File: src/hw/core_macros.svh
`ifndef CORE_MACROS_SVH
`define CORE_MACROS_SVH

// Datapath sizes
`define REG_WIDTH 64
`define GPR_COUNT 32
`define IMM_WIDTH 16

// Out-of-order window
`define RS_COUNT  4  // Reservation-station slots, one bit each in the slot masks
`define ROB_DEPTH 8  // Must stay a power of two so the ROB pointers wrap by themselves

// The ROB tag width is derived from ROB_DEPTH in the package, so changing
// the depth here resizes every tag field in the core at once

`endif
File: src/hw/core_pkg.sv
`default_nettype none

`include "core_macros.svh"

package core_pkg;

  typedef logic [`REG_WIDTH-1:0]         reg_value_t;
  typedef logic [$clog2(`GPR_COUNT)-1:0] gpr_index_t;
  typedef logic [$clog2(`ROB_DEPTH)-1:0] rob_tag_t;
  typedef logic [`IMM_WIDTH-1:0]         imm_t;

  typedef enum logic [2:0] {
    OP_ADD = 3'd0,
    OP_SUB = 3'd1,
    OP_AND = 3'd2,
    OP_OR  = 3'd3,
    OP_XOR = 3'd4,
    OP_LDI = 3'd5  // Result is the zero-extended immediate
  } alu_op_e;

  typedef struct packed {
    alu_op_e    op;
    gpr_index_t rd;
    gpr_index_t rs1;
    gpr_index_t rs2;
    imm_t       imm;
  } instr_t;

  // Value is only meaningful once valid is set, until then tag names the producer
  typedef struct packed {
    logic       valid;
    rob_tag_t   tag;
    reg_value_t value;
  } rs_op_t;

  typedef struct packed {
    logic     busy;
    alu_op_e  op;
    rob_tag_t dest;  // ROB entry that receives the result
    rs_op_t   op1;
    rs_op_t   op2;
  } rs_entry_t;

  typedef struct packed {
    logic       valid;
    rob_tag_t   tag;
    reg_value_t value;
  } cdb_t;

  typedef struct packed {
    gpr_index_t rd;
    reg_value_t value;
  } commit_t;

endpackage

`default_nettype wire

File: src/hw/rs_slot.sv
`timescale 1ns/10ps
`default_nettype none

module rs_slot (
  input  wire logic                i_clk,
  input  wire logic                i_reset,
  input  wire logic                i_write,
  input  wire core_pkg::rs_entry_t i_entry,
  input  wire core_pkg::cdb_t      i_cdb,
  input  wire logic                i_grant,
  output logic                     o_busy,
  output logic                     o_ready,
  output core_pkg::rs_entry_t      o_entry
);
  import core_pkg::*;

  rs_entry_t entry_q;
  rs_entry_t entry_next;

  // Fills a waiting operand when its producer broadcasts
  function automatic rs_op_t capture(input rs_op_t op, input cdb_t cdb);
    rs_op_t result;
    result = op;
    if (!op.valid && cdb.valid && cdb.tag == op.tag) begin
      result.valid = 1'b1;
      result.value = cdb.value;
    end
    return result;
  endfunction

  always_comb begin
    entry_next     = i_write ? i_entry : entry_q;  // A new entry may also capture right away
    entry_next.op1 = capture(entry_next.op1, i_cdb);
    entry_next.op2 = capture(entry_next.op2, i_cdb);
  end

  always_ff @(posedge i_clk) begin
    if (i_reset) begin
      entry_q <= '0;
    end else begin
      entry_q <= entry_next;
      if (i_grant) begin
        entry_q.busy <= 1'b0;  // Operands are already latched by the issue unit's bus register
      end
    end
  end

  assign o_busy  = entry_q.busy;
  assign o_ready = entry_q.busy && entry_q.op1.valid && entry_q.op2.valid;
  assign o_entry = entry_q;

endmodule

`default_nettype wire

File: config.mk
export PLATFORM = sky130hd
export DESIGN_NAME = rs_slot
export DESIGN_NICKNAME = d
export VERILOG_FILES = /design/src/hw/core_pkg.sv /design/src/hw/rs_slot.sv
export VERILOG_INCLUDE_DIRS = /design/src /design/src/hw
export SDC_FILE = /design/constraint.sdc
export NUM_CORES = 1
export LEC_CHECK = 0
export BUFFER_PORTS_ARGS = -buffer_cell sky130_fd_sc_hd__clkbuf_2
export CORE_MARGIN = 2
export CORE_UTILIZATION = 40
export CTS_CLUSTER_SIZE = 16
export DETAILED_ROUTE_END_ITERATION = 10
export PLACE_DENSITY = 0.85
export SETUP_SLACK_MARGIN = 0.2
export SLEW_MARGIN = 15
export SYNTH_ARGS = -nofsm -noshare
export SYNTH_HDL_FRONTEND = slang
export SYNTH_SLANG_ARGS = --single-unit
File: constraint.sdc
create_clock -name i_clk -period 1.4 [get_ports i_clk]
set_input_delay 0.28 -clock i_clk [delete_from_list [all_inputs] [get_ports i_clk]]
set_output_delay 0.28 -clock i_clk [all_outputs]
set_load 0.01 [all_outputs]
==> qor.txt <==
share of cells above drive strength 1: 0.579
Post-Syn Instances: 732
DRT antenna net count: 0
GRT Total Usage: 0.260
via count: 7769
DP Area: 9810 um2
RSZ-0062 raised after global routing: true
wl on met1: 11400 um
Finished Layout Cells: 1334
Max VDD drop: 0.000735 V
First-pass DRT Iterations: 5
CTS tree: done
Power per Cell Area: 1120 nW/um2
Clock transition at path regs: 0.06 ns
Comb pwr share: 0.267
Syn Nets: 947
drt wl/cell: 21.3 um
Worst Path Arrival: 1.96 ns
Clk Latency, worst-skew pair: 0.41 ns
largest net degree at the start of global routing: 65
Crit Path Category: reg -> reg
GP Congestion: 0.868
DP Worst Slack: -0.427 ns
synth top area cells: dfxtp_1 39%, mux2i_1 19%, a41o_1 17%
Max FO, Critical Path: 22
Initial Util: 0.411
Setup crit end kind: flop
NetSw: 3.79 mW
placed cell count: 1274
commonest non-fill, non-tap cell in the layout: clkbuf_2
global-route wire length before repair: 40900 um
fillers: 1410
most frequent cells in the layout: 317 x clkbuf_2, 139 x mux2i_1, 128 x a41o_1, 95 x a21oi_2, 75 x dfxtp_1
Synth top area share: 0.386
Max-slew headroom: 0.710
Reg power frac: 0.360
Yosys Warn Count: 0
WP data required: 1.73 ns
initial antenna violation count: 0
cts bufs inserted: 17
Worst Setup SP: o_entry[134]$_SDFF_PP0_
ys flop type: dfxtp_1
worst r2r path cells: 6
r2r setup slk: -0.22 ns
area grow syn2layout: 54.0%
final core utilization: 0.632
WL met2: 14200 um
initial DRC count: 381
H-tree levels: 4
minimum clock period: 1.62 ns
internal power: 9.01 mW
setup slack after layout: -0.223 ns
Port Buffers: 359
min-delay worst type: in -> reg
Die Wd: 140 um
top sig layer: met4
Clk network pwr share: 0.373
Max Cap Viol: 0
number of setup violations in the final report: 131
Avg Cell Area, Syn: 10.1 um2
switching fraction of total power: 0.296
Yosys cell types: 22
Root Driver: clkbuf_16
nets@finish: 1309
Slowest Stage Delay on Critical Path: 0.34 ns
vias per cell: 5.82
row cnt: 49
R2R Path End: o_entry[120]$_SDFFE_PP0P_
clk buf depth: 2
Final Hold Vio Count: 0
routed wl met3: 2090 um
Inserted Diodes: 0
status: finished with violations
die height: 140 um
DRC: 0
WL final: 28400 um
Die Footprint: 19700 um2
CORE AREA: 18100 um2
gr ovfl total: 0
CP Cell Sequence: xor2_1 -> o32ai_4 -> nand4_1 -> buf_6 -> buf_16 -> a21oi_1
Post-synth EDFFs: 0
detailed placement HPWL: 17800 um
startpoint type of the worst setup path: flop
CP max stage cell: o32ai_4
Worst-Margin Slew: 0.435 ns
mapped cell area: 7420 um2
violated checks: negative setup slack
fin crit share: 1.16
RR Startpoint: o_entry[134]$_SDFF_PP0_
Final Instance Area: 11400 um2
Seq/Total Area, Yosys: 0.386
Clock Skew: 0.0105 ns
Sink Count: 143
setup TNS: -20.76 ns
dominant cell type by area after synthesis: dfxtp_1
LEAKAGE: 5.83 nW
IO Count: 360
#FFs+latches synth: 143
fmax: 616 MHz
CP endpoint: o_entry[120]$_SDFFE_PP0P_
Async SR Flop Fraction: 0
number of global-route vias before repair: 7720
Slew Limit Fails: 0
-- logic make-up after synthesis --
kind of cell | after synthesis | synth area share
AOI/OAI and AO/OA | 262 | 0.279
DFF | 143 | 0.386
muxes | 141 | 0.192
buffers and inverters | 96 | 0.0677
and+or+nand+nor | 82 | 0.0649
xor gates and xnor gates | 8 | 0.0104
-- flip-flops by register name, indices dropped and copies added (netlist names) --
register / count
o_entry: 142
o_busy: 1
-- worst min-delay path by stage --
stage / startpoint / endpoint / cells after the start
after global placement: i_grant / o_busy$_SDFFE_PP0P_ / 2
after detailed placement: i_grant / o_busy$_SDFFE_PP0P_ / 2
final: i_grant / o_busy$_SDFFE_PP0P_ / 2
after CTS: i_grant / o_busy$_SDFFE_PP0P_ / 2
after global routing: i_grant / o_busy$_SDFFE_PP0P_ / 2
after floorplan: i_grant / o_busy$_SDFFE_PP0P_ / 1
-- per-stage QoR --
stage	hold slack [ns]	total power [mW]
6_report	0.0336	12.8
5_1_grt	0.00824	13.2
4_1_cts	0.00660	12.5
3_5_place_dp	0.456	7.43
3_3_place_gp	0.445	7.37
2_1_floorplan	0.359	6.35
-- metal layers --
layer,GRT usage,vias to the layer above
met5,0,-
met4,0.104,0
met3,0.0509,59
met2,0.451,435
met1,0.317,3728
li1,-,3547
-- power groups by stage --
stage               clock [mW]  combinational (mW)  sequential (mW)
detailed placement           0                2.77             4.66
global route              4.98                3.61             4.64
finish                    4.78                3.42             4.61
global placement             0                2.72             4.65
CTS                       4.81                3.11             4.58
floorplan                    0                1.57             4.78
-- Yosys cell counts (2+ instances only) --
library cell,number
nand4_1,2
o21ai_0,2
mux2i_1,139
a21oi_2,30
buf_2,45
clkbuf_1,28
buf_6,10
o32ai_1,2
a41o_1,128
xor2_1,7
nor2_1,12
buf_1,10
nand2b_1,2
buf_4,3
a21oi_1,100
dfxtp_1,143
nor2b_1,64
-- what timing repair did --
item / CTS / global route
hold buffers: 0 / 0
endpoints found under the setup margin: 158 / 211
cloned: 8 / 8
gates resized for setup: 56 / 157
buffers inserted: 12 / 2
pin swaps: 10 / 34
-- layout make-up --
cell class | count | area (um2) | share of cell area
clock inverter | 11 | 168 | 0.0147
clock buffer | 19 | 433 | 0.0379
timing repair buffer | 439 | 3170 | 0.277
sequential | 143 | 2950 | 0.258
tap | 229 | 287 | 0.0251
multi-input combinational | 493 | 4420 | 0.387
-- critical path: cells and delay by family, from the launching register on --
kind	cells	cell delay, ns
compound gates	2	0.47
xor+xnor	1	0.19
buf+inv	2	0.38
flops	1	0.33
simple gates	1	0.16
No activity file was read; power rests on OpenSTA's default activity.
