[src/hw/core_macros.svh]
`ifndef CORE_MACROS_SVH
`define CORE_MACROS_SVH

// Datapath sizes
`define REG_WIDTH 64
`define GPR_COUNT 32
`define IMM_WIDTH 16

// Out-of-order window
`define RS_COUNT  4  // Reservation-station slots, one bit each in the slot masks
`define ROB_DEPTH 8  // Must stay a power of two so the ROB pointers wrap by themselves

// The ROB tag width is derived from ROB_DEPTH in the package, so changing
// the depth here resizes every tag field in the core at once

`endif
[src/hw/core_pkg.sv]
`default_nettype none

`include "core_macros.svh"

package core_pkg;

  typedef logic [`REG_WIDTH-1:0]         reg_value_t;
  typedef logic [$clog2(`GPR_COUNT)-1:0] gpr_index_t;
  typedef logic [$clog2(`ROB_DEPTH)-1:0] rob_tag_t;
  typedef logic [`IMM_WIDTH-1:0]         imm_t;

  typedef enum logic [2:0] {
    OP_ADD = 3'd0,
    OP_SUB = 3'd1,
    OP_AND = 3'd2,
    OP_OR  = 3'd3,
    OP_XOR = 3'd4,
    OP_LDI = 3'd5  // Result is the zero-extended immediate
  } alu_op_e;

  typedef struct packed {
    alu_op_e    op;
    gpr_index_t rd;
    gpr_index_t rs1;
    gpr_index_t rs2;
    imm_t       imm;
  } instr_t;

  // Value is only meaningful once valid is set, until then tag names the producer
  typedef struct packed {
    logic       valid;
    rob_tag_t   tag;
    reg_value_t value;
  } rs_op_t;

  typedef struct packed {
    logic     busy;
    alu_op_e  op;
    rob_tag_t dest;  // ROB entry that receives the result
    rs_op_t   op1;
    rs_op_t   op2;
  } rs_entry_t;

  typedef struct packed {
    logic       valid;
    rob_tag_t   tag;
    reg_value_t value;
  } cdb_t;

  typedef struct packed {
    gpr_index_t rd;
    reg_value_t value;
  } commit_t;

endpackage

`default_nettype wire

[src/hw/register_status.sv]
`timescale 1ns/10ps
`default_nettype none

`include "core_macros.svh"

module register_status (
  input  wire logic                 i_clk,
  input  wire logic                 i_reset,
  input  wire core_pkg::gpr_index_t i_rs1,
  input  wire core_pkg::gpr_index_t i_rs2,
  output core_pkg::rs_op_t          o_rs1_entry,
  output core_pkg::rs_op_t          o_rs2_entry,
  input  wire logic                 i_rename_valid,
  input  wire core_pkg::gpr_index_t i_rename_rd,
  input  wire core_pkg::rob_tag_t   i_rename_tag,
  input  wire logic                 i_commit_valid,
  input  wire core_pkg::gpr_index_t i_commit_rd,
  input  wire core_pkg::rob_tag_t   i_commit_tag,
  input  wire core_pkg::reg_value_t i_commit_value
);
  import core_pkg::*;

  reg_value_t            regs [`GPR_COUNT];
  rob_tag_t              tags [`GPR_COUNT];
  logic [`GPR_COUNT-1:0] busy;

  always_ff @(posedge i_clk) begin
    if (i_reset) begin
      busy <= '0;
      for (int i = 0; i < `GPR_COUNT; i++) begin
        regs[i] <= '0;
      end
    end else begin
      if (i_commit_valid) begin
        regs[i_commit_rd] <= i_commit_value;  // Architectural value is always updated
        // A younger rename owns the register when the tags differ
        if (tags[i_commit_rd] == i_commit_tag) begin
          busy[i_commit_rd] <= 1'b0;
        end
      end
      if (i_rename_valid) begin
        busy[i_rename_rd] <= 1'b1;  // Placed last so it beats a commit to the same register
      end
    end
  end

  always_ff @(posedge i_clk) begin
    if (i_rename_valid) begin
      tags[i_rename_rd] <= i_rename_tag;
    end
  end

  // Valid on a read port means the register is not waiting on any ROB entry
  assign o_rs1_entry = '{valid: !busy[i_rs1], tag: tags[i_rs1], value: regs[i_rs1]};
  assign o_rs2_entry = '{valid: !busy[i_rs2], tag: tags[i_rs2], value: regs[i_rs2]};

endmodule

`default_nettype wire

[config.mk]
export PLATFORM = sky130hd
export DESIGN_NAME = register_status
export DESIGN_NICKNAME = d
export VERILOG_FILES = /design/src/hw/core_pkg.sv /design/src/hw/register_status.sv
export VERILOG_INCLUDE_DIRS = /design/src /design/src/hw
export SDC_FILE = /design/constraint.sdc
export NUM_CORES = 2
export LEC_CHECK = 0
export BUFFER_PORTS_ARGS = -buffer_cell sky130_fd_sc_hd__clkbuf_2
export CAP_MARGIN = 40
export CORE_UTILIZATION = 40
export CTS_BUF_LIST = sky130_fd_sc_hd__clkbuf_16
export DETAILED_ROUTE_END_ITERATION = 8
export MAX_ROUTING_LAYER = met4
export PLACE_DENSITY_LB_ADDON = 0.08
export SETUP_SLACK_MARGIN = 0.1
export SLEW_MARGIN = 20
export SYNTH_ARGS = -nofsm -noshare
export SYNTH_HDL_FRONTEND = slang
export SYNTH_SLANG_ARGS = --single-unit
[constraint.sdc]
create_clock -name i_clk -period 13.34 [get_ports i_clk]
set_clock_uncertainty 0.15 [all_clocks]
set_input_delay 2.668 -clock i_clk [delete_from_list [all_inputs] [get_ports i_clk]]
set_output_delay 2.668 -clock i_clk [all_outputs]
set_load 0.1 [all_outputs]
==> results by group <==
Status
  • Status: complete, no violations

Final layout
  • Total Nets Final: 6,890
  • Area Overhead vs Synth: 13.03%
  • FF+latch area: 65,020 um2
  • Layout cells sized above 1: 34.24%
  • Final-layout fill cell count: about 24k
  • Multi-input combinational cell area: 47,530 um2
  • Final core utilization: 45.54%
  • Commonest non-fill, non-tap cell in the layout: edfxtp_1
  • Commonest cells after routing, fill and taps aside: edfxtp_1 (2,144), and2_1 (2,049), mux4_2 (1,370), clkbuf_16 (270), clkbuf_2 (220)

Synth
  • Primary FF master, synth: edfxtp_1
  • Async SR Flop Fraction: 0%
  • Post-synth EDFFs: 2,144
  • Syn Std Cell Area: approximately 120,000 um2
  • #FFs+latches synth: 2,176
  • Syn nets: 6,883
  • Syn Inst Count: around 6.8k
  • Avg Cell Area, Syn: about 17 um2
  • YS warnings: 0
  • Netlist cell types: 39
  • Share of the yosys chip area belonging to registers: 56.54%

Clocking
  • Worst-Skew Late Latency: ~0.90 ns
  • CTS Hold Buffers Added: 0
  • H-tree depth: 5
  • Root Driver: clkbuf_16
  • Setup Buffers After CTS: 0
  • CTS max path bufs: 4
  • Clk sink count: between 2k and 2.5k
  • CTS buffer count: between 200 and 300
  • Clock-pin transition on the worst setup and hold timing paths: roughly 0.060 ns
  • Cts repair resizes: 0
  • CTS tree: yes

Place
  • GPL Wtd Cong: around 0.8
  • Port Buffers: 229
  • DP HPWL: ~240,000 um

Critical path
  • Crit path DAT: 6.40 ns
  • WS Path Type: primary input to output port
  • CP Launch Type: primary input
  • Reg2reg setup slack: between 10 and 15 ns
  • CP Capture Type: output port
  • Crit-path max FO: 81
  • WP data required: 10.52 ns

STA
  • Slew @ Worst Pin: 1.131 ns
  • Hold Slack: around 0.33 ns
  • Slew Limit Fails: 0
  • # setup viols final: 0
  • Fin crit period: between 9 and 10 ns
  • Setup TNS: 0 ns
  • RSZ-0062 raised after global routing: false
  • Hold Vio Cnt, Final: 0
  • Fmax: ~110 MHz
  • Final period utilization: ~69%
  • Worst rel slew slack: between 20% and 30%

Power and ir drop
  • Total power: 17.56 mW
  • Pleak: between 40 and 50 nW
  • Power per standard cell area: 135.1 nW/um2
  • Peak VDD IR: 0.1189 mV

Die
  • Area of the core: about 290,000 um2
  • # IOs: 230
  • Initial core utilization: 40.29%
  • Die area: 289,700 um2
  • Site row count: around 200
  • Overall die width: between 500 and 600 um
  • Die Height: 538.2 um

Worst hold path
  • Hold Crit Class: flop to flop

Global routing
  • Largest net degree at the start of global routing: approximately 120
  • Overflow after GRT: 0
  • Antenna violations before repair: 81
  • First-pass GRT wire length: 594,700 um
  • GRT Resource Usage Total: between 30 and 40%
  • Vias in the first global route: 69.18k

Detailed routing
  • Initial DRC Count: roughly 11k
  • DR vias/cell: around 6.4
  • Via count: 69.01k
  • DRC: 0
  • Routed len/inst: 40.64 um
  • Antenna-violating nets left: 0
  • First drt pass iteration count: 6
  • Routed wire length: around 440,000 um

Job
  • Max-Cap Viols: 0
## report_power, final
group / internal (mW) / total, mW / switching [mW]
Sequential: 7.88 / 8.05 / 0.178
Clock: 3.89 / 6.87 / 2.98
Combinational: 0.944 / 2.64 / 1.69
## Yosys cell counts (9+ instances only)
library cell  instances  share of area, %
edfxtp_1           2144                56
and2_1             2049                11
mux4_2             1370                27
clkbuf_1            608               2.0
mux2_2              134               1.3
buf_1                71              0.23
buf_2                60              0.26
nand2_1              45              0.15
nor2_1               39              0.13
inv_1                35              0.11
dfxtp_1              32              0.56
mux2i_1              32              0.28
a21oi_1              31              0.13
o41ai_1              24              0.18
o21bai_1             19              0.12
o22ai_1              13             0.071
nand2b_1              9             0.049
## through the flow
step           std cells  cell area (um2)  worst slack [ns]
2_1_floorplan       6789           115000             4.432
3_3_place_gp       10220           120200             4.077
3_5_place_dp       10290           121700             4.040
4_1_cts            10730           129700             4.038
5_1_grt            10760           129900             3.939
6_report           10790           130000             4.126
## worst max-delay path, cell delays in order
cell and delay [ns]:
buf_8 0.50, buf_4 0.49, buf_12 0.51, mux4_2 0.61
mux4_2 0.50, mux2_2 0.33, clkbuf_2 0.38
## flip-flops by register name (all words and copies together) (netlist names)
| signal | flops |
|---|---|
| tags | 96 |
| regs | 2048 |
| busy | 32 |
## final timing paths
kind / endpoint / startpoint / cells after the start
worst max register to register: busy[28]$_SDFF_PP0_ / tags[19][0]$_DFFE_PP_ / 8
worst max-delay path: o_rs2_entry[23] / i_rs2[0] / 7
worst min-delay path: busy[25]$_SDFF_PP0_ / busy[25]$_SDFF_PP0_ / 2
worst min register to register: busy[25]$_SDFF_PP0_ / busy[25]$_SDFF_PP0_ / 2
## layout make-up
cell class / count / share of cell area [%]
clock buffers: 270 / 5.198
clock inverters: 179 / 0.9241
diodes: 43 / 0.08278
well taps: 3762 / 3.621
repair buffers: 485 / 3.483
flip-flops and latches: 2176 / 50.02
inverters: 35 / 0.1011
multi-input cells: 3836 / 36.57
## cell families (layout without fill, tap and decap cells)
group | after synthesis | in the layout | share of synthesized area [%]
xor+xnor | 1 | 1 | 0.007617
mux | 1536 | 1536 | 28.42
other cells | 0 | 43 | 0
compound gates | 113 | 113 | 0.6746
flops | 2176 | 2176 | 56.54
simple gates | 2186 | 2186 | 11.74
buf+inv | 777 | 969 | 2.621
## routing by layer
metal,global-route usage (%),share of wire (%),vias to the layer above
met5,-,0,-
met4,10.07,3.2,0
met3,4.382,9.1,712
met2,49.29,48,4092
met1,41.79,39,37490
li1,-,-,26710
No activity file was read; power rests on OpenSTA's default activity.
