<file path="src/hw/core_macros.svh">
`ifndef CORE_MACROS_SVH
`define CORE_MACROS_SVH

// Datapath sizes
`define REG_WIDTH 64
`define GPR_COUNT 32
`define IMM_WIDTH 16

// Out-of-order window
`define RS_COUNT  4  // Reservation-station slots, one bit each in the slot masks
`define ROB_DEPTH 8  // Must stay a power of two so the ROB pointers wrap by themselves

// The ROB tag width is derived from ROB_DEPTH in the package, so changing
// the depth here resizes every tag field in the core at once

`endif
</file>
<file path="src/hw/core_pkg.sv">
`default_nettype none

`include "core_macros.svh"

package core_pkg;

  typedef logic [`REG_WIDTH-1:0]         reg_value_t;
  typedef logic [$clog2(`GPR_COUNT)-1:0] gpr_index_t;
  typedef logic [$clog2(`ROB_DEPTH)-1:0] rob_tag_t;
  typedef logic [`IMM_WIDTH-1:0]         imm_t;

  typedef enum logic [2:0] {
    OP_ADD = 3'd0,
    OP_SUB = 3'd1,
    OP_AND = 3'd2,
    OP_OR  = 3'd3,
    OP_XOR = 3'd4,
    OP_LDI = 3'd5  // Result is the zero-extended immediate
  } alu_op_e;

  typedef struct packed {
    alu_op_e    op;
    gpr_index_t rd;
    gpr_index_t rs1;
    gpr_index_t rs2;
    imm_t       imm;
  } instr_t;

  // Value is only meaningful once valid is set, until then tag names the producer
  typedef struct packed {
    logic       valid;
    rob_tag_t   tag;
    reg_value_t value;
  } rs_op_t;

  typedef struct packed {
    logic     busy;
    alu_op_e  op;
    rob_tag_t dest;  // ROB entry that receives the result
    rs_op_t   op1;
    rs_op_t   op2;
  } rs_entry_t;

  typedef struct packed {
    logic       valid;
    rob_tag_t   tag;
    reg_value_t value;
  } cdb_t;

  typedef struct packed {
    gpr_index_t rd;
    reg_value_t value;
  } commit_t;

endpackage

`default_nettype wire

</file>
<file path="src/hw/issue_unit.sv">
`timescale 1ns/10ps
`default_nettype none

`include "core_macros.svh"

module issue_unit (
  input  wire logic                                 i_clk,
  input  wire logic                                 i_reset,
  input  wire logic [`RS_COUNT-1:0]                 i_ready,
  input  wire core_pkg::rs_entry_t [`RS_COUNT-1:0]  i_entries,
  output logic [`RS_COUNT-1:0]                      o_grant,
  output core_pkg::cdb_t                            o_cdb
);
  import core_pkg::*;

  rs_entry_t  sel;
  reg_value_t result;
  logic       cdb_valid_q;
  rob_tag_t   cdb_tag_q;
  reg_value_t cdb_value_q;

  assign o_grant = i_ready & (~i_ready + 1'b1);  // Lowest ready slot wins

  // Grant is one-hot so at most one entry is selected
  always_comb begin
    sel = '0;
    for (int i = 0; i < `RS_COUNT; i++) begin
      if (o_grant[i]) begin
        sel = i_entries[i];
      end
    end
  end

  always_comb begin
    case (sel.op)
      OP_ADD:  result = sel.op1.value + sel.op2.value;  // Wraps at 64 bits
      OP_SUB:  result = sel.op1.value - sel.op2.value;
      OP_AND:  result = sel.op1.value & sel.op2.value;
      OP_OR:   result = sel.op1.value | sel.op2.value;
      OP_XOR:  result = sel.op1.value ^ sel.op2.value;
      OP_LDI:  result = sel.op1.value;
      default: result = '0;
    endcase
  end

  always_ff @(posedge i_clk) begin
    if (i_reset) begin
      cdb_valid_q <= 1'b0;
    end else begin
      cdb_valid_q <= |i_ready;
    end
  end

  always_ff @(posedge i_clk) begin
    if (|i_ready) begin
      cdb_tag_q   <= sel.dest;
      cdb_value_q <= result;
    end
  end

  assign o_cdb = '{valid: cdb_valid_q, tag: cdb_tag_q, value: cdb_value_q};

endmodule

`default_nettype wire

</file>
<file path="config.mk">
export PLATFORM = sky130hd
export DESIGN_NAME = issue_unit
export DESIGN_NICKNAME = d
export VERILOG_FILES = /design/src/hw/core_pkg.sv /design/src/hw/issue_unit.sv
export VERILOG_INCLUDE_DIRS = /design/src /design/src/hw
export SDC_FILE = /design/constraint.sdc
export NUM_CORES = 1
export LEC_CHECK = 0
export BUFFER_PORTS_ARGS = -buffer_cell sky130_fd_sc_hd__buf_2
export CAP_MARGIN = 20
export CORE_AREA = 2 2 254 256
export CTS_CLUSTER_DIAMETER = 80
export CTS_CLUSTER_SIZE = 14
export DETAILED_ROUTE_END_ITERATION = 10
export DIE_AREA = 0 0 256 258
export GPL_TIMING_DRIVEN = 1
export PLACE_DENSITY = 0.52
export SYNTH_ARGS = -nofsm -noshare
export SYNTH_HDL_FRONTEND = slang
export SYNTH_SLANG_ARGS = --single-unit
</file>
<file path="constraint.sdc">
create_clock -name i_clk -period 7.2 [get_ports i_clk]
set_clock_uncertainty 0.1 [all_clocks]
set_input_delay 1.44 -clock i_clk [delete_from_list [all_inputs] [get_ports i_clk]]
set_output_delay 1.44 -clock i_clk [all_outputs]
set_load 0.005 [all_outputs]
</file>
==> summary.md <==
| Metric | Value |
|---|---|
| Critical Path Sink | cdb_value_q[58] |
| Vias in the first global route | ~18k |
| Worst Setup SP | i_ready[2] |
| Post-route ant nets | 0 |
| Unique masters post-synth | 80 |
| Starting Density | around 23% |
| Largest net degree at the start of global routing | ~120 |
| Post-route setup slack | between 0.2 and 0.3 ns |
| Num ports | 650 |
| Clk slew on worst S/H paths | roughly 0.07 ns |
| Status | complete, no violations |
| Post-Synthesis Net Count | 2771 |
| Hold WS | 1.102 ns |
| First-pass GRT wire length | around 120000 µm |
| Fillers | slightly above 7k |
| Placed Cells | 3558 |
| Final setup vio count | 0 |
| Initial antenna violation count | 20 |
| Port buffer count | a little over 600 |
| Async SR Flop Fraction | 0% |
| Worst slew pin tran | approximately 1.2 ns |
| Routed Wire Length | between 80000 and 90000 µm |
| Drt initial violations | 1208 |
| VDD IR max | 125.7 µV |
| Seq/Total Area, Yosys | between 10% and 20% |
| Crit end category | flop |
| CTS buffer count | 9 |
| Top Layer Used | met5 |
| Max Clk Rate | ~0.14 GHz |
| CTS tree | yes |
| Slowest CP cell | or4b_4 |
| Clock root cell | clkbuf_16 |
| Hold Vio Cnt, Final | 0 |
| Synth top area cells | ha_1, edfxtp_1, a22oi_1, a221oi_1, xnor2_1 |
| Pre-CTS setup slack | -0.1126 ns |
| Yosys top cell area share | around 16% |
| Synth Instances | approximately 2.0k |
| Rel. slew slack | 19.95% |
| Metal2 WL | approximately 39000 µm |
| Detailed placement HPWL | 66390 µm |
| Post-CTS setup repair buffer count | 0 |
| Post-layout minimum cycle time | around 6.9 ns |
| Fin. max-slew vios | 0 |
| Std-Cell Rows | 93 |
| Multi-input logic area | 11600 µm² |
| Commonest non-fill, non-tap cell in the layout | buf_2 |
| CP Max Fanout | 12 |
| Post-layout power | between 3 and 4 mW |
| Period utilization | a little over nine tenths |
| End-of-flow core utilization | 32.29% |
| Share of layout cells above drive strength 1 | between 30% and 40% |
| Die W | around 260 µm |
| Die H | 258 µm |
| Met3 wire length | between 5000 and 6000 µm |
| Max clock buf depth | 2 |
| Critical Path AT | 7.06 ns |
| Required @ worst endpoint | around 7.3 ns |
| Grt ovf | 0 |
| Post-route insts no fill | about 3.6k |
| Synth warnings | 0 |
| Clock sink count | 68 |
| Metal-1 WL | 34380 µm |
| Crit path cell chain | buf_2 > buf_4 > or4b_4 > or3_1 > a2111o_1 > nor3_2 > buf_4 > and3_1 > nand3_1 > o31ai_1 > xnor2_1 > ha_1 > nand3_1 > a2111oi_2 > buf_4 > o311ai_0 > a31o_2 > a21oi_1 > o21ai_1 > or4_1 > nand3_1 |
| Main synth FF type | edfxtp_1 |
| Avg Vias per Cell | approximately 5.2 |
| Max stage delay on crit path | 0.55 ns |
| H-Tree Depth | 3 |
| Setup Crit Path Kind | input port to flop |
| Lkg Pwr | just under 10 nW |
| Number of synthesized flops with an enable pin | 67 |
| Nets | between 3k and 4k |
| Vias | approximately 19k |
| Syn Area/Cell | 7.383 µm² |
| Gr usage total | a little under a quarter |
| Min-Delay Path Class | input port to flop |
| Unrepaired setup endpoints after global routing | false |
| CP startpoint kind | input port |
| Pre-Repair DR Iteration Count | 5 |
| FF+latch count, synth | 68 |
| DIE AREA | around 66000 µm² |
| # DRC | 0 |
| DR WL/cell | around 22 µm |
| Sequential cell area | 2032 µm² |
| CTS hold repair buffers | 0 |
| Area Overhead vs Synth | 39.19% |
| P per Cell Area | between 150 and 200 nW/µm² |
| Synth Cell Area | between 10000 and 15000 µm² |
| Most used cells in the layout excluding fill and tap cells | buf_2, buf_4, ha_1 |
| Core area | approximately 64000 µm² |
| Max-cap violations | 0 |
| GPL Wtd Cong | between 0.9 and 1 |
| Cell taking the most area after synthesis | ha_1 |
worst max-delay path, delay by kind of cell:
| kind | cells | cell delay, ns |
|---|---|---|
| xor gates and xnor gates | 1 | 0.11 |
| buffers and inverters | 4 | 0.61 |
| adders and majority gates | 1 | 0.44 |
| AOI/OAI and AO/OA | 7 | 2.17 |
| and+or+nand+nor | 8 | 2.28 |
worst min-delay path by stage:
stage	start	to	slack [ns]	cells after the start
detailed placement	i_reset	cdb_valid_q	1.51	2
global placement	i_reset	cdb_valid_q	1.51	2
global route	i_reset	cdb_valid_q	1.09	2
CTS	i_reset	cdb_valid_q	1.07	2
floorplan	i_reset	cdb_valid_q	1.41	1
finish	i_reset	cdb_valid_q	1.10	2
cells in the mapped netlist (all sizes together), types with 19 or more instances:
| cell | n |
|---|---|
| xnor2 | 96 |
| buf | 65 |
| a22oi | 137 |
| o221ai | 27 |
| o22ai | 41 |
| clkbuf | 89 |
| xor2 | 21 |
| o21ai | 147 |
| a21oi | 135 |
| nand3b | 27 |
| ha | 192 |
| o211ai | 29 |
| inv | 155 |
| a221oi | 99 |
| a21o | 51 |
| nand2 | 163 |
| nand4 | 29 |
| nor3 | 28 |
| or3 | 19 |
| o31ai | 20 |
| edfxtp | 67 |
| nor2 | 159 |
flip-flops by register name, summed over array words and instances, names as in the netlist:
signal       cells
cdb_value_q     64
cdb_tag_q        3
cdb_valid_q      1
layer usage:
layer,vias up,GRT usage [%]
met5,-,0
met4,8,6.693
met3,79,4.466
met2,699,41.19
met1,8729,28.98
li1,8992,-
report_power, final:
group          internal [mW]  leakage, nW  switching [mW]
clock network          0.261        0.133           0.205
logic                   1.03         9.00            1.32
registers              0.590        0.740          0.0326
total                   1.89         9.88            1.56
cells by family (layout without fill, tap and decap cells):
logic type | count (synthesis) | count (layout) | share of synthesized area [%]
AO/OA/AOI/OAI | 809 | 809 | 37.87
buffers and inverters | 309 | 1026 | 8.592
XOR/XNOR | 117 | 117 | 6.940
flip-flops | 68 | 68 | 13.76
AND/OR/NAND/NOR | 503 | 503 | 16.36
adder cells (fa/ha/maj) | 193 | 193 | 16.41
multiplexers | 1 | 1 | 0.06779
other | 0 | 11 | 0
area by class of cell:
type / count / share of cell area, %
Sequential cell: 68 / 9.887
Clock inverter: 4 / 0.2070
Tap cell: 855 / 5.205
Multi-Input combinational cell: 1623 / 56.43
Inverter: 155 / 2.855
Timing Repair Buffer: 857 / 24.16
Antenna cell: 11 / 0.1339
Clock buffer: 10 / 1.114
repair_timing:
action	in CTS	in global routing
endpoints found under the hold margin	0	0
endpoints found under the setup margin	0	4
gates resized for setup	0	4
through the flow:
stage | setup TNS [ns] | cell area, µm²
3_3_place_gp | -0.2473 | 20230
6_report | 0 | 20550
5_1_grt | 0 | 20540
2_1_floorplan | -0.09383 | 14810
3_5_place_dp | -0.3073 | 20230
4_1_cts | 0 | 20500
Note: power is estimated with default switching activity, not from simulation.
