<file path="src/hw/core_macros.svh">
`ifndef CORE_MACROS_SVH
`define CORE_MACROS_SVH

// Datapath sizes
`define REG_WIDTH 64
`define GPR_COUNT 32
`define IMM_WIDTH 16

// Out-of-order window
`define RS_COUNT  4  // Reservation-station slots, one bit each in the slot masks
`define ROB_DEPTH 8  // Must stay a power of two so the ROB pointers wrap by themselves

// The ROB tag width is derived from ROB_DEPTH in the package, so changing
// the depth here resizes every tag field in the core at once

`endif
</file>
<file path="src/hw/core_pkg.sv">
`default_nettype none

`include "core_macros.svh"

package core_pkg;

  typedef logic [`REG_WIDTH-1:0]         reg_value_t;
  typedef logic [$clog2(`GPR_COUNT)-1:0] gpr_index_t;
  typedef logic [$clog2(`ROB_DEPTH)-1:0] rob_tag_t;
  typedef logic [`IMM_WIDTH-1:0]         imm_t;

  typedef enum logic [2:0] {
    OP_ADD = 3'd0,
    OP_SUB = 3'd1,
    OP_AND = 3'd2,
    OP_OR  = 3'd3,
    OP_XOR = 3'd4,
    OP_LDI = 3'd5  // Result is the zero-extended immediate
  } alu_op_e;

  typedef struct packed {
    alu_op_e    op;
    gpr_index_t rd;
    gpr_index_t rs1;
    gpr_index_t rs2;
    imm_t       imm;
  } instr_t;

  // Value is only meaningful once valid is set, until then tag names the producer
  typedef struct packed {
    logic       valid;
    rob_tag_t   tag;
    reg_value_t value;
  } rs_op_t;

  typedef struct packed {
    logic     busy;
    alu_op_e  op;
    rob_tag_t dest;  // ROB entry that receives the result
    rs_op_t   op1;
    rs_op_t   op2;
  } rs_entry_t;

  typedef struct packed {
    logic       valid;
    rob_tag_t   tag;
    reg_value_t value;
  } cdb_t;

  typedef struct packed {
    gpr_index_t rd;
    reg_value_t value;
  } commit_t;

endpackage

`default_nettype wire

</file>
<file path="src/hw/reorder_buffer.sv">
`timescale 1ns/10ps
`default_nettype none

`include "core_macros.svh"

module reorder_buffer (
  input  wire logic                 i_clk,
  input  wire logic                 i_reset,
  input  wire logic                 i_alloc_valid,
  input  wire core_pkg::gpr_index_t i_alloc_rd,
  output core_pkg::rob_tag_t        o_tail,
  output logic                      o_full,
  input  wire core_pkg::rob_tag_t   i_query_tag1,
  input  wire core_pkg::rob_tag_t   i_query_tag2,
  output logic                      o_done1,
  output logic                      o_done2,
  output core_pkg::reg_value_t      o_value1,
  output core_pkg::reg_value_t      o_value2,
  input  wire core_pkg::cdb_t       i_cdb,
  output logic                      o_commit_valid,
  output core_pkg::commit_t         o_commit,
  output core_pkg::rob_tag_t        o_commit_tag
);
  import core_pkg::*;

  gpr_index_t                  rd_q    [`ROB_DEPTH];
  reg_value_t                  value_q [`ROB_DEPTH];
  logic [`ROB_DEPTH-1:0]       done;
  rob_tag_t                    head;
  rob_tag_t                    tail;
  logic [$clog2(`ROB_DEPTH):0] count;  // One bit wider than a tag to tell full from empty
  logic                        head_hit;
  logic                        commit_fire;
  reg_value_t                  commit_value;

  // The head may finish on the bus in the same cycle that it commits
  assign head_hit     = i_cdb.valid && (i_cdb.tag == head);
  assign commit_fire  = (count != '0) && (done[head] || head_hit);
  assign commit_value = done[head] ? value_q[head] : i_cdb.value;

  assign o_tail = tail;
  assign o_full = (count == `ROB_DEPTH);

  // Done is kept past commit, so a register still marked busy for one
  // more cycle can read its value here
  assign o_done1  = done[i_query_tag1];
  assign o_done2  = done[i_query_tag2];
  assign o_value1 = value_q[i_query_tag1];
  assign o_value2 = value_q[i_query_tag2];

  always_ff @(posedge i_clk) begin
    if (i_reset) begin
      head           <= '0;
      tail           <= '0;
      count          <= '0;
      done           <= '0;
      o_commit_valid <= 1'b0;
    end else begin
      o_commit_valid <= commit_fire;
      if (i_cdb.valid) begin
        done[i_cdb.tag] <= 1'b1;
      end
      if (i_alloc_valid) begin
        done[tail] <= 1'b0;  // Tail is never the tag on the bus
        tail       <= tail + 1'b1;
      end
      if (commit_fire) begin
        head <= head + 1'b1;
      end
      if (i_alloc_valid && !commit_fire) begin
        count <= count + 1'b1;
      end else if (!i_alloc_valid && commit_fire) begin
        count <= count - 1'b1;
      end
    end
  end

  always_ff @(posedge i_clk) begin
    if (i_alloc_valid) begin
      rd_q[tail] <= i_alloc_rd;
    end
    if (i_cdb.valid) begin
      value_q[i_cdb.tag] <= i_cdb.value;
    end
    if (commit_fire) begin
      o_commit     <= '{rd: rd_q[head], value: commit_value};
      o_commit_tag <= head;  // Lets the register file apply the stale-tag rule
    end
  end

endmodule

`default_nettype wire

</file>
<file path="config.mk">
export PLATFORM = sky130hd
export DESIGN_NAME = reorder_buffer
export DESIGN_NICKNAME = d
export VERILOG_FILES = /design/src/hw/core_pkg.sv /design/src/hw/reorder_buffer.sv
export VERILOG_INCLUDE_DIRS = /design/src /design/src/hw
export SDC_FILE = /design/constraint.sdc
export NUM_CORES = 1
export LEC_CHECK = 0
export ABC_CLOCK_PERIOD_IN_PS = 7700
export BUFFER_PORTS_ARGS = -buffer_cell sky130_fd_sc_hd__buf_2
export CORE_MARGIN = 2
export CORE_UTILIZATION = 50
export CTS_CLUSTER_SIZE = 12
export DETAILED_ROUTE_END_ITERATION = 10
export GPL_ROUTABILITY_DRIVEN = 0
export PLACE_DENSITY = 0.67
export SLEW_MARGIN = 0
export SYNTH_ARGS = -nofsm -noshare
export SYNTH_HDL_FRONTEND = slang
export SYNTH_SLANG_ARGS = --single-unit
</file>
<file path="constraint.sdc">
create_clock -name i_clk -period 7.7 [get_ports i_clk]
set_input_delay 0.385 -clock i_clk [delete_from_list [all_inputs] [get_ports i_clk]]
set_output_delay 0.385 -clock i_clk [all_outputs]
set_load 0.05 [all_outputs]
</file>
==> metrics.log <==
INFO  metric timing.fmax = 244 MHz
INFO  metric total_overflow_reported_by_the_global_router = 0
INFO  metric drt_first_iter_violations = 1,589
INFO  metric antenna_found_initial = 5
INFO  metric num-nets-final = 1,962
INFO  metric grt_pass1_wl = 122 mm
INFO  metric critical_path.startpoint_type = flip-flop
INFO  metric drt_pass1_iterations = 5
INFO  metric row_count = 92
INFO  metric synth_sequential_area_ratio = between 50% and 60%
INFO  metric cts-htree-levels = 3
INFO  metric via_per_inst = 6.41
INFO  metric post_cts_resize_count = 0
INFO  metric crit_fanout = 51
INFO  metric path_clk_slew = about 0.060 ns
INFO  metric routed_wl = about 82 mm
INFO  metric num_ports = about 290
INFO  metric synth_top_area_share = 58.4%
INFO  metric vert_die_dim = around 260 um
INFO  metric drv.max_cap_violation_count = 0
INFO  metric min_delay_path_depth = 1
INFO  metric synthFlopType = edfxtp_1
INFO  metric timing_max_transition_violations_final = 0
INFO  metric yosys-top-cells-count = edfxtp_1, mux4_2, mux2_2
INFO  metric launch_point_of_the_worst_hold_path = i_alloc_rd[1]
INFO  metric final.period_utilization = 53.3%
INFO  metric power = slightly above 9 mW
INFO  metric routed-via-count = between 15,000 and 20,000
INFO  metric count_of_synthesis_stage_warnings_from_yosys = 0
INFO  metric first_global_vias = roughly 19,000
INFO  metric drc_errors_left = 0
INFO  metric gr-usage-all-layers = 25.2%
INFO  metric final_cells = 2,771
INFO  metric worst_skew_pair.late_latency = 0.61 ns
INFO  metric reg2reg_from = head[0]$_SDFFE_PP0P_
INFO  metric postCtsHoldBufs = 0
INFO  metric tritoncts = built
INFO  metric crit_required = 7.94 ns
INFO  metric worst_ep_arrival = approximately 4.3 ns
INFO  metric synth-seq-cells = 646
INFO  metric worst_r2r_path_cells = 6
INFO  metric cts_made_buffers = 71
INFO  metric synth.largest_area_cell = edfxtp_1
INFO  metric cts_max_path_buffers = 3
INFO  metric initial_utilization = 50.8%
INFO  metric die-area = 66,200 sq um
INFO  metric synth_enable_flop_cells = roughly 620
INFO  metric die_x = 257 um
INFO  metric cts.root.buffer_cell = clkbuf_16
INFO  metric placed_cells_incl_taps = 2,647
INFO  metric netlist_area = 32,100 sq um
INFO  metric grt_start_max_net_pins = 93
INFO  metric critical_path.reg2reg.endpoint = o_commit[41]$_DFFE_PP_
INFO  metric synth_async_sr_flop_share = 0%
INFO  metric power.density_cell_area = 251 nW/um^2
INFO  metric post-cts-setup-buffers = 0
INFO  metric leakagePower = ~12 nW
INFO  metric place.detailed.hpwl = 45.9 mm
INFO  metric post-route-worst-setup-slack = 3.60 ns
INFO  metric irDropWorstVdd = 0.211 mV
INFO  metric critical_path_class = flip-flop to flip-flop
INFO  metric synthDistinctLibCells = 33
INFO  metric yosysMostFrequentCell = edfxtp_1
INFO  metric timing_hold_violations_final = 0
INFO  metric synth_fp_nets = ~1,700
INFO  metric port_buffers = 288
INFO  metric max_slew_margin = 26.7%
INFO  metric postSynthAreaPerCell = 19.9 sq um
INFO  metric clock_sink_count = 646
INFO  metric synthTopCellsByArea = edfxtp_1, mux4_2, mux2_2
INFO  metric layout-drive-gt1-share = about half
INFO  metric num-fill-cells = 4,676
INFO  metric seq_area = 19,200 sq um
INFO  metric antenna_left = 0
INFO  metric worst-r2r-setup-slack = 3.60 ns
INFO  metric dpl_worst_slack = 3.50 ns
INFO  metric tns = 0 ns
INFO  metric grt_setup_unrepaired = no
INFO  metric worst-slew-pin-transition = 1.10 ns
INFO  metric area_growth_syn_to_layout = 14.0%
INFO  metric timing.hold.worst_endpoint = rd_q[6][1]$_DFFE_PP_
INFO  metric fp.coreArea = 63,200 sq um
INFO  metric period_needed = 4.10 ns
INFO  metric route.detailed.wl_per_inst = approximately 30 um
INFO  metric cp-end-kind = flip-flop
INFO  metric worst_min_path_class = primary input to flip-flop
INFO  metric run_status = finished clean
INFO  metric skew = between 0.02 and 0.025 ns
INFO  metric number_of_instances_in_the_synthesized_netlist = 1,615
INFO  metric finalSetupViolations = 0
INFO  metric multi_input_area = roughly 12,000 sq um
cell usage in the layout (no fill, tap or decap), types with 4 or more instances in the layout:
master and count:
ha_1 5, mux2i_1 67, nor2_4 6, o21ai_0 66
nor2_1 28, mux2_2 131, clkinv_8 4, clkbuf_16 71
buf_2 282, clkbuf_1 19, nand2b_1 7, clkbuf_8 8
nor3_1 10, a311o_1 4, xnor2_1 4, dfxtp_1 19
clkinv_1 8, clkinv_2 9, edfxtp_1 624, nand2_1 86
buf_4 26, mux4_2 400
worst max-delay path, stage by stage (launching register included):
cell	delay (ns)
dfxtp_1	0.95
mux4_2	0.64
mux2i_4	0.14
buf_4	0.47
a21o_1	0.25
clkinv_2	0.57
buf_4	0.63
kinds of logic after synthesis:
kind of cell / Yosys count / synth area share (%)
adder cells (fa/ha/maj): 6 / 0.257
AND/OR/NAND/NOR: 149 / 1.93
multiplexers: 599 / 34.8
XOR/XNOR: 6 / 0.164
flip-flops: 646 / 59.8
AO/OA/AOI/OAI: 77 / 1.30
buffers and inverters: 132 / 1.71
sequential cells by signal, summed over array words and instances (netlist names), named ones only:
name	count
value_q	512
o_commit	69
rd_q	40
done	8
count	4
head	3
o_commit_tag	3
o_tail	3
o_commit_valid	1
power breakdown:
part / total [mW] / switching [mW] / internal [mW] / leakage, nW
registers: 4.20 / 0.175 / 4.03 / 5.85
clock network: 3.22 / 1.35 / 1.87 / 1.07
logic: 1.77 / 1.01 / 0.754 / 4.93
through the flow:
step	utilization, %	hold WS (ns)	cell area (sq um)
6_report	57.9	0.0418	36600
5_1_grt	57.9	0.0445	36600
4_1_cts	57.8	0.00910	36600
3_5_place_dp	54.4	0.510	34400
3_3_place_gp	54.4	0.504	34400
2_1_floorplan	-	0.406	32100
per-layer routing:
metal	up-vias	share of wire, %	GRT usage [%]
met1	9471	39	33.0
met5	-	0.062	0
met2	661	52	43.1
li1	7480	-	-
met4	8	2.7	8.17
met3	144	6.6	4.38
cell type report:
class                           instances  area share (%)
Timing Repair Buffer                  314            4.64
Inverter                                4          0.0445
Multi-Input combinational cell        837            33.9
Clock inverter                         27           0.722
Tap cell                              846            2.90
Antenna cell                            1         0.00684
Clock buffer                           96            5.28
Sequential cell                       646            52.5
worst max-delay path by stage:
stage                         startpoint                 endpoint  slack, ns
floorplan                      i_cdb[64]  value_q[0][0]$_DFFE_PP_       2.17
global placement    head[0]$_SDFFE_PP0P_   o_commit[19]$_DFFE_PP_       3.60
detailed placement  head[0]$_SDFFE_PP0P_   o_commit[41]$_DFFE_PP_       3.50
finish              head[0]$_SDFFE_PP0P_   o_commit[41]$_DFFE_PP_       3.60
CTS                 head[0]$_SDFFE_PP0P_   o_commit[34]$_DFFE_PP_       3.47
global route        head[0]$_SDFFE_PP0P_   o_commit[41]$_DFFE_PP_       3.27
Note: power is estimated with default switching activity, not from simulation.
