==> config.mk <==
export PLATFORM = sky130hd
export DESIGN_NAME = dispatch_unit
export DESIGN_NICKNAME = d
export VERILOG_FILES = /design/src/hw/core_pkg.sv /design/src/hw/dispatch_unit.sv
export VERILOG_INCLUDE_DIRS = /design/src /design/src/hw
export SDC_FILE = /design/constraint.sdc
export NUM_CORES = 1
export LEC_CHECK = 0
export ABC_AREA = 1
export BUFFER_PORTS_ARGS = -buffer_cell sky130_fd_sc_hd__buf_4
export CAP_MARGIN = 20
export CORE_AREA = 2 2 209 211
export DETAILED_ROUTE_END_ITERATION = 6
export DIE_AREA = 0 0 211 213
export GPL_ROUTABILITY_DRIVEN = 1
export PLACE_DENSITY = 0.34
export RECOVER_POWER = 25
export SETUP_SLACK_MARGIN = 0.1
export SLEW_MARGIN = 20
export SYNTH_ARGS = -nofsm -noshare
export SYNTH_HDL_FRONTEND = slang
export SYNTH_SLANG_ARGS = --single-unit
==> constraint.sdc <==
create_clock -name vclk -period 1
set_input_delay 0.05 -clock vclk [all_inputs]
set_output_delay 0.05 -clock vclk [all_outputs]
set_load 0.02 [all_outputs]
==> src/hw/core_macros.svh <==
`ifndef CORE_MACROS_SVH
`define CORE_MACROS_SVH

// Datapath sizes
`define REG_WIDTH 64
`define GPR_COUNT 32
`define IMM_WIDTH 16

// Out-of-order window
`define RS_COUNT  4  // Reservation-station slots, one bit each in the slot masks
`define ROB_DEPTH 8  // Must stay a power of two so the ROB pointers wrap by themselves

// The ROB tag width is derived from ROB_DEPTH in the package, so changing
// the depth here resizes every tag field in the core at once

`endif
==> src/hw/core_pkg.sv <==
`default_nettype none

`include "core_macros.svh"

package core_pkg;

  typedef logic [`REG_WIDTH-1:0]         reg_value_t;
  typedef logic [$clog2(`GPR_COUNT)-1:0] gpr_index_t;
  typedef logic [$clog2(`ROB_DEPTH)-1:0] rob_tag_t;
  typedef logic [`IMM_WIDTH-1:0]         imm_t;

  typedef enum logic [2:0] {
    OP_ADD = 3'd0,
    OP_SUB = 3'd1,
    OP_AND = 3'd2,
    OP_OR  = 3'd3,
    OP_XOR = 3'd4,
    OP_LDI = 3'd5  // Result is the zero-extended immediate
  } alu_op_e;

  typedef struct packed {
    alu_op_e    op;
    gpr_index_t rd;
    gpr_index_t rs1;
    gpr_index_t rs2;
    imm_t       imm;
  } instr_t;

  // Value is only meaningful once valid is set, until then tag names the producer
  typedef struct packed {
    logic       valid;
    rob_tag_t   tag;
    reg_value_t value;
  } rs_op_t;

  typedef struct packed {
    logic     busy;
    alu_op_e  op;
    rob_tag_t dest;  // ROB entry that receives the result
    rs_op_t   op1;
    rs_op_t   op2;
  } rs_entry_t;

  typedef struct packed {
    logic       valid;
    rob_tag_t   tag;
    reg_value_t value;
  } cdb_t;

  typedef struct packed {
    gpr_index_t rd;
    reg_value_t value;
  } commit_t;

endpackage

`default_nettype wire

==> src/hw/dispatch_unit.sv <==
`timescale 1ns/10ps
`default_nettype none

`include "core_macros.svh"

module dispatch_unit (
  input  wire logic                    i_instr_valid,
  input  wire core_pkg::instr_t        i_instr,
  input  wire core_pkg::rs_op_t        i_rs1_entry,
  input  wire core_pkg::rs_op_t        i_rs2_entry,
  output core_pkg::rob_tag_t           o_rob_query_tag1,
  output core_pkg::rob_tag_t           o_rob_query_tag2,
  input  wire logic                    i_rob_done1,
  input  wire logic                    i_rob_done2,
  input  wire core_pkg::reg_value_t    i_rob_value1,
  input  wire core_pkg::reg_value_t    i_rob_value2,
  input  wire core_pkg::cdb_t          i_cdb,
  input  wire logic                    i_rob_full,
  input  wire core_pkg::rob_tag_t      i_rob_tail,
  input  wire logic [`RS_COUNT-1:0]    i_slot_busy,
  output logic [`RS_COUNT-1:0]         o_slot_write,
  output core_pkg::rs_entry_t          o_entry,
  output logic                         o_alloc_valid,
  output logic                         o_stall
);
  import core_pkg::*;

  logic                 accept;
  logic [`RS_COUNT-1:0] free_slots;
  rs_op_t               op1;
  rs_op_t               op2;

  // Operand priority is register file, then finished ROB entry, then the bus
  function automatic rs_op_t resolve(input rs_op_t rf, input logic rob_done,
                                     input reg_value_t rob_value, input cdb_t cdb);
    rs_op_t op;
    op = rf;
    if (!rf.valid) begin
      if (rob_done) begin
        op.valid = 1'b1;
        op.value = rob_value;
      end else if (cdb.valid && cdb.tag == rf.tag) begin
        op.valid = 1'b1;  // Result is on the bus this very cycle
        op.value = cdb.value;
      end
    end
    return op;
  endfunction

  assign o_rob_query_tag1 = i_rs1_entry.tag;
  assign o_rob_query_tag2 = i_rs2_entry.tag;

  assign o_stall       = i_rob_full || (&i_slot_busy);
  assign accept        = i_instr_valid && !o_stall;
  assign o_alloc_valid = accept;  // Also serves as the rename strobe at the top level

  // Lowest free slot by isolating the lowest set bit
  assign free_slots   = ~i_slot_busy;
  assign o_slot_write = accept ? (free_slots & (~free_slots + 1'b1)) : '0;

  always_comb begin
    op1 = resolve(i_rs1_entry, i_rob_done1, i_rob_value1, i_cdb);
    op2 = resolve(i_rs2_entry, i_rob_done2, i_rob_value2, i_cdb);
    if (i_instr.op == OP_LDI) begin
      // Load-immediate ignores its sources and passes op1 through the ALU
      op1 = '{valid: 1'b1, tag: '0, value: reg_value_t'(i_instr.imm)};
      op2 = '{valid: 1'b1, tag: '0, value: '0};
    end
  end

  assign o_entry = '{busy: 1'b1, op: i_instr.op, dest: i_rob_tail, op1: op1, op2: op2};

endmodule

`default_nettype wire

==> metrics, run 1 <==
Die X-Extent=211 um; syn nets=1,413; Register Area=0 um2; most frequent standard cell in the layout excluding fill and tap cells=sky130_fd_sc_hd__buf_4; net switching power figure=0.00422 W; WL/cell=22.3 um; worst-path fanout max=7; Pre-antenna DRT Iters=5; distinct cell type count after synthesis=21; filler cell count=4,538; cell total after placement=2,086; total buffers and inverters traversed by the critical path=5; Finish-stage setup viols=136; Seq/Total Area, Yosys=0; kind of cell adding the most delay to the critical path=buffers and inverters; total design power=0.00832 W; arrival time at the worst endpoint=1.37 ns; highest ir drop seen on vdd=215 uV; number of vias per cell=4.43; DRC violation count after routing=0; Yosys warnings=0; sequential cell count of the final layout=0; portion of synthesized cell area occupied by the leading cell type=0.225; DRC marker count from the first detailed-route iteration=339; number of maximum-capacitance violations=0; worst hold slack=0.100 ns; Tightest Hold Check Type=in -> out; largest net degree at the start of global routing=42; cell internal power dissipation=0.00410 W; highest-count cells in the layout ignoring fill and taps=sky130_fd_sc_hd__buf_4 (431), sky130_fd_sc_hd__inv_1 (197), sky130_fd_sc_hd__buf_6 (139); cell types occupying the most area after synthesis=sky130_fd_sc_hd__nand3_1 (22%), sky130_fd_sc_hd__a22oi_1 (17%), sky130_fd_sc_hd__inv_1 (16%), sky130_fd_sc_hd__nand2_1 (13%), sky130_fd_sc_hd__a21oi_1 (13%); antenna violations before repair=4; crit path capture=o_entry[27]; global-route wire length before repair=65,900 um; total number of placement rows=76; Clock power frac=0; final setup TNS=-45.18 ns; fraction of final layout cells with drive strength greater than 1=0.690; wire length reported by the detailed router=47,500 um; f_max=0.706 GHz; Slew Viols, Final=0; vias after detailed routing=9,452; Slowest Stage Delay on Critical Path=0.17 ns; number of cells on the critical path=12; count of mapped cells out of synthesis=1,036; GP Congestion=0.835; final cell count without fillers=2,133; final-stage net count=1,963; pwr/cell area=563 nW/um2; starting density of the core=0.115; Final Instance Area=14,800 um2; DIE AREA=44,900 um2; final critical path time including I/O delays and setup=1.42 ns; clock buf count=0; area of the multi-input gates=6730 um2; slowest stage cell on the critical path=sky130_fd_sc_hd__buf_12; Setup WS post-layout=-0.416 ns; RSZ-0062 raised after global routing=true; remaining global-route overflow=0; failing checks=negative setup slack; via count of the first global-routing pass=10,000; Worst setup SP type=input port; Crit Path Class=in -> out; placed inst area=12,100 um2; endpoint type of the worst setup path=primary output; Hold Violations, Final=0; Seq pwr share=0; critical path cell sequence=buf_12 -> nand2_4 -> nand2_4 -> nor2_4 -> buf_12 -> nand2_8 -> buf_12 -> buf_16 -> nand2_4 -> nand3_4 -> a21oi_4 -> buf_6; switching part of the total=0.507; overall track demand over capacity in global routing=0.195; critical path required time=0.95 ns; first element of the critical path=i_cdb[66]; vertical die dimension=213 um; Core Box Area=42,700 um2; outcome=complete, but fails checks; cell type contributing the most total cell area after synthesis=sky130_fd_sc_hd__nand3_1; half-perimeter wire length of the detailed placement result=35,000 um; number of top-level pins=532; post-detailed-route count of antenna-violating nets=0; synthesis-to-finish area growth=201%; number of buffers inserted for hold repair after clock tree synthesis=0; Final period util=1.42; post-synthesis cell area=4900 um2; static leakage=6.70 nW; share of total power in combinational logic=1.000; syn_area_per_cell=4.73 um2; count of buffers inserted at the top-level ports=510
[cell families (layout without fill, tap and decap cells)]
group / after synthesis / after routing / synth area share
compound gates: 273 / 273 / 0.340
simple gates: 447 / 447 / 0.405
buf+inv: 315 / 863 / 0.254
other cells: 1 / 4 / 0.000765
[how the worst min path moves through the flow]
stage / end / slack, ns / cells after the start / startpoint
final: o_entry[138] / 0.10 / 0 / i_rob_tail[2]
after global placement: o_entry[136] / 0.10 / 0 / i_rob_tail[0]
after CTS: o_entry[136] / 0.10 / 0 / i_rob_tail[0]
after detailed placement: o_entry[136] / 0.10 / 0 / i_rob_tail[0]
after global routing: o_entry[138] / 0.10 / 0 / i_rob_tail[2]
after floorplan: o_slot_write[0] / 0.13 / 1 / i_slot_busy[0]
[metrics by stage]
step	worst slack, ns	utilization
after floorplan	-0.109	-
after global placement	-0.511	0.282
after detailed placement	-0.519	0.282
after CTS	-0.437	0.329
after global routing	-0.482	0.346
final	-0.416	0.346
[layout make-up]
type	count	area share
diodes	3	0.000508
inverters	211	0.0558
multi-input cells	721	0.455
repair buffers	652	0.442
well taps	546	0.0463
[power groups by stage]
stage,combinational (W),sequential (W),clock [W]
2_1_floorplan,0.00352,0,0
3_3_place_gp,0.00678,0,0
3_5_place_dp,0.00678,0,0
4_1_cts,0.00797,0,0
5_1_grt,0.00882,0,0.000000000402
6_report,0.00832,0,0.000000000403
[layer usage]
metal,track usage,share of wire,vias to the layer above,wire length [um]
met1,0.231,0.40,4485,18800
met5,0,0.00027,-,13
met3,0.0422,0.066,42,3130
met2,0.363,0.52,376,24700
met4,0.0321,0.018,2,847
li1,-,-,4547,-
[synth_stat cells, drive strengths merged]
| cell | instances |
|---|---|
| clkbuf | 71 |
| a22oi | 112 |
| inv | 211 |
| a21oi | 126 |
| buf | 33 |
| o22ai | 18 |
| nor3 | 1 |
| conb | 1 |
| nand3 | 220 |
| o21ai | 17 |
| nand2 | 173 |
| nor2 | 51 |
| nand4 | 1 |
| nand3b | 1 |
[timing repair]
item / 4_1_cts / 5_1_grt
pin swaps: 91 / 39
cloned: 13 / 7
resized for setup: 338 / 123
setup endpoints to repair: 141 / 138
buffers inserted: 19 / 5
(Power assumes the default switching activity.)
==> run 2: changes to the inputs <==
==> constraint.sdc (replaced) <==
create_clock -name vclk -period 1.15
set_input_delay 0.0575 -clock vclk [all_inputs]
set_output_delay 0.0575 -clock vclk [all_outputs]
set_load 0.02 [all_outputs]
==> run 2 against run 1 <==
Compared with the run above:
- the flow still finishes with violations (negative setup slack)
- critical path depth is 1 lower
- utilization is 1.7 points lower
- sequential share of layout area stayed put
- count of clock-buffer cells in the layout stayed put
- power is 17% lower
- via count is 0.56% higher
- design area is 4.9% lower
- non-clock buffer count is 8 lower
- combinational power is 17% lower
- setup slack better by 0.12 ns
- final cell count is 0.47% lower
- global-route usage is 0.21 points lower
- highest routed layer is now met4
==> metrics, run 2 (same netlist as run 1, synthesis figures left out) <==
number of vias per cell=4.48; endpoint type of the worst setup path=primary output; number of top-level pins=532; RSZ-0062 raised after global routing=true; f_max=0.690 GHz; cell total after placement=2,083; Pre-antenna DRT Iters=5; fraction of the core area covered by cells at the end of the flow=0.329; total number of placement rows=76; arrival time at the worst endpoint=1.39 ns; Setup WS post-layout=-0.300 ns; final-stage net count=1,956; highest ir drop seen on vdd=164 uV; largest net degree at the start of global routing=48; slowest stage cell on the critical path=sky130_fd_sc_hd__nor2_4; vias after detailed routing=9,505; final critical path time including I/O delays and setup=1.45 ns; Final period util=1.26; Finish-stage setup viols=130; final cell count without fillers=2,123; antenna cells=0; half-perimeter wire length of the detailed placement result=34,500 um; overall track demand over capacity in global routing=0.193; fraction of final layout cells with drive strength greater than 1=0.665; critical path cell sequence=buf_8 -> buf_6 -> nor2_4 -> nor2_4 -> nand2_8 -> buf_6 -> buf_16 -> nand2_4 -> nand2_2 -> o22ai_2 -> buf_6; Worst setup SP type=input port; starting density of the core=0.115; DRC marker count from the first detailed-route iteration=372; DRC violation count after routing=0; worst-path fanout max=9; pwr/cell area=492 nW/um2; via count of the first global-routing pass=9,882; synthesis-to-finish area growth=186%; post-detailed-route count of antenna-violating nets=0; WL/cell=22.3 um; clock buf count=0; most frequent standard cell in the layout excluding fill and tap cells=sky130_fd_sc_hd__buf_4; highest-count cells in the layout ignoring fill and taps=sky130_fd_sc_hd__buf_4 (446), sky130_fd_sc_hd__inv_1 (197), sky130_fd_sc_hd__buf_6 (126); number of maximum-capacitance violations=0; Die X-Extent=211 um; Core Box Area=42,700 um2; Tightest Hold Check Type=in -> out; Register Area=0 um2; static leakage=6.48 nW; Hold Violations, Final=0; count of buffers inserted at the top-level ports=510; failing checks=negative setup slack; placed inst area=11,400 um2; Final Instance Area=14,000 um2; most frequent cell on the critical path=sky130_fd_sc_hd__buf_6; antenna violations before repair=0; vertical die dimension=213 um; Slowest Stage Delay on Critical Path=0.22 ns; outcome=complete, but fails checks; critical path required time=1.09 ns; GP Congestion=0.879; Slew Viols, Final=0; worst hold slack=0.115 ns; global-route wire length before repair=64,900 um; remaining global-route overflow=0; Crit Path Class=in -> out; DIE AREA=44,900 um2; sequential cell count of the final layout=0; wire length reported by the detailed router=47,400 um
run 2: cell count changes in the layout (fill, tap and decap cells not counted), moves of 5 or more:
cell	previous run	this run
sky130_fd_sc_hd__o22ai_4	8	3
sky130_fd_sc_hd__a21oi_1	11	16
sky130_fd_sc_hd__buf_12	49	39
sky130_fd_sc_hd__nand2_1	44	64
sky130_fd_sc_hd__a21oi_4	90	83
sky130_fd_sc_hd__nor2_4	24	15
sky130_fd_sc_hd__nand2_2	64	70
sky130_fd_sc_hd__buf_4	431	446
sky130_fd_sc_hd__nand3_4	35	26
sky130_fd_sc_hd__o22ai_2	10	15
sky130_fd_sc_hd__nand2_4	63	37
sky130_fd_sc_hd__nor2_1	19	30
sky130_fd_sc_hd__nand3_2	97	107
sky130_fd_sc_hd__buf_6	139	126
run 2: power by group:
| part | switching (W) | internal, W |
|---|---|---|
| combinational | 0.00355 | 0.00336 |
| clock | 0 | 0 |
| sequential | 0 | 0 |
| total | 0.00355 | 0.00336 |
run 2: cell type report:
class,count,area (um2)
repair buffers,644,6230
well taps,546,683
inverters,211,817
multi-input cells,722,6310
fillers,4627,28700
run 2: worst max-delay path: cells and delay by family:
kind,cells,cell delay (ns)
AO/OA/AOI/OAI,1,0.14
AND/OR/NAND/NOR,5,0.54
buffers and inverters,5,0.64
run 2: worst paths after layout:
check | endpoint | slack (ns) | startpoint | cells past startpoint
hold / removal | o_entry[138] | 0.12 | i_rob_tail[2] | 0
setup / recovery | o_entry[1] | -0.30 | i_cdb[64] | 11
run 2: metrics by stage:
step                      total power [W]  TNS (ns)  setup WS (ns)
after floorplan                   0.00284         0        0.00789
after global placement            0.00562    -36.91         -0.444
after detailed placement          0.00561    -37.55         -0.444
after CTS                         0.00652    -33.02         -0.325
after global routing              0.00730    -39.66         -0.369
final                             0.00691    -30.97         -0.300
run 2: routing by layer:
metal  up-vias  track usage  part of all wire
met2       375        0.359              0.51
met3        52       0.0304             0.057
met5         -            0                 0
met4         0       0.0406             0.026
li1       4531            -                 -
met1      4547        0.232              0.40
run 2: what timing repair did:
item / 4_1_cts / 5_1_grt
cloned: 13 / 8
hold buffers: 0 / 0
resized for setup: 291 / 197
pin swaps: 43 / 49
setup endpoints to repair: 136 / 138
buffers inserted: 15 / 7
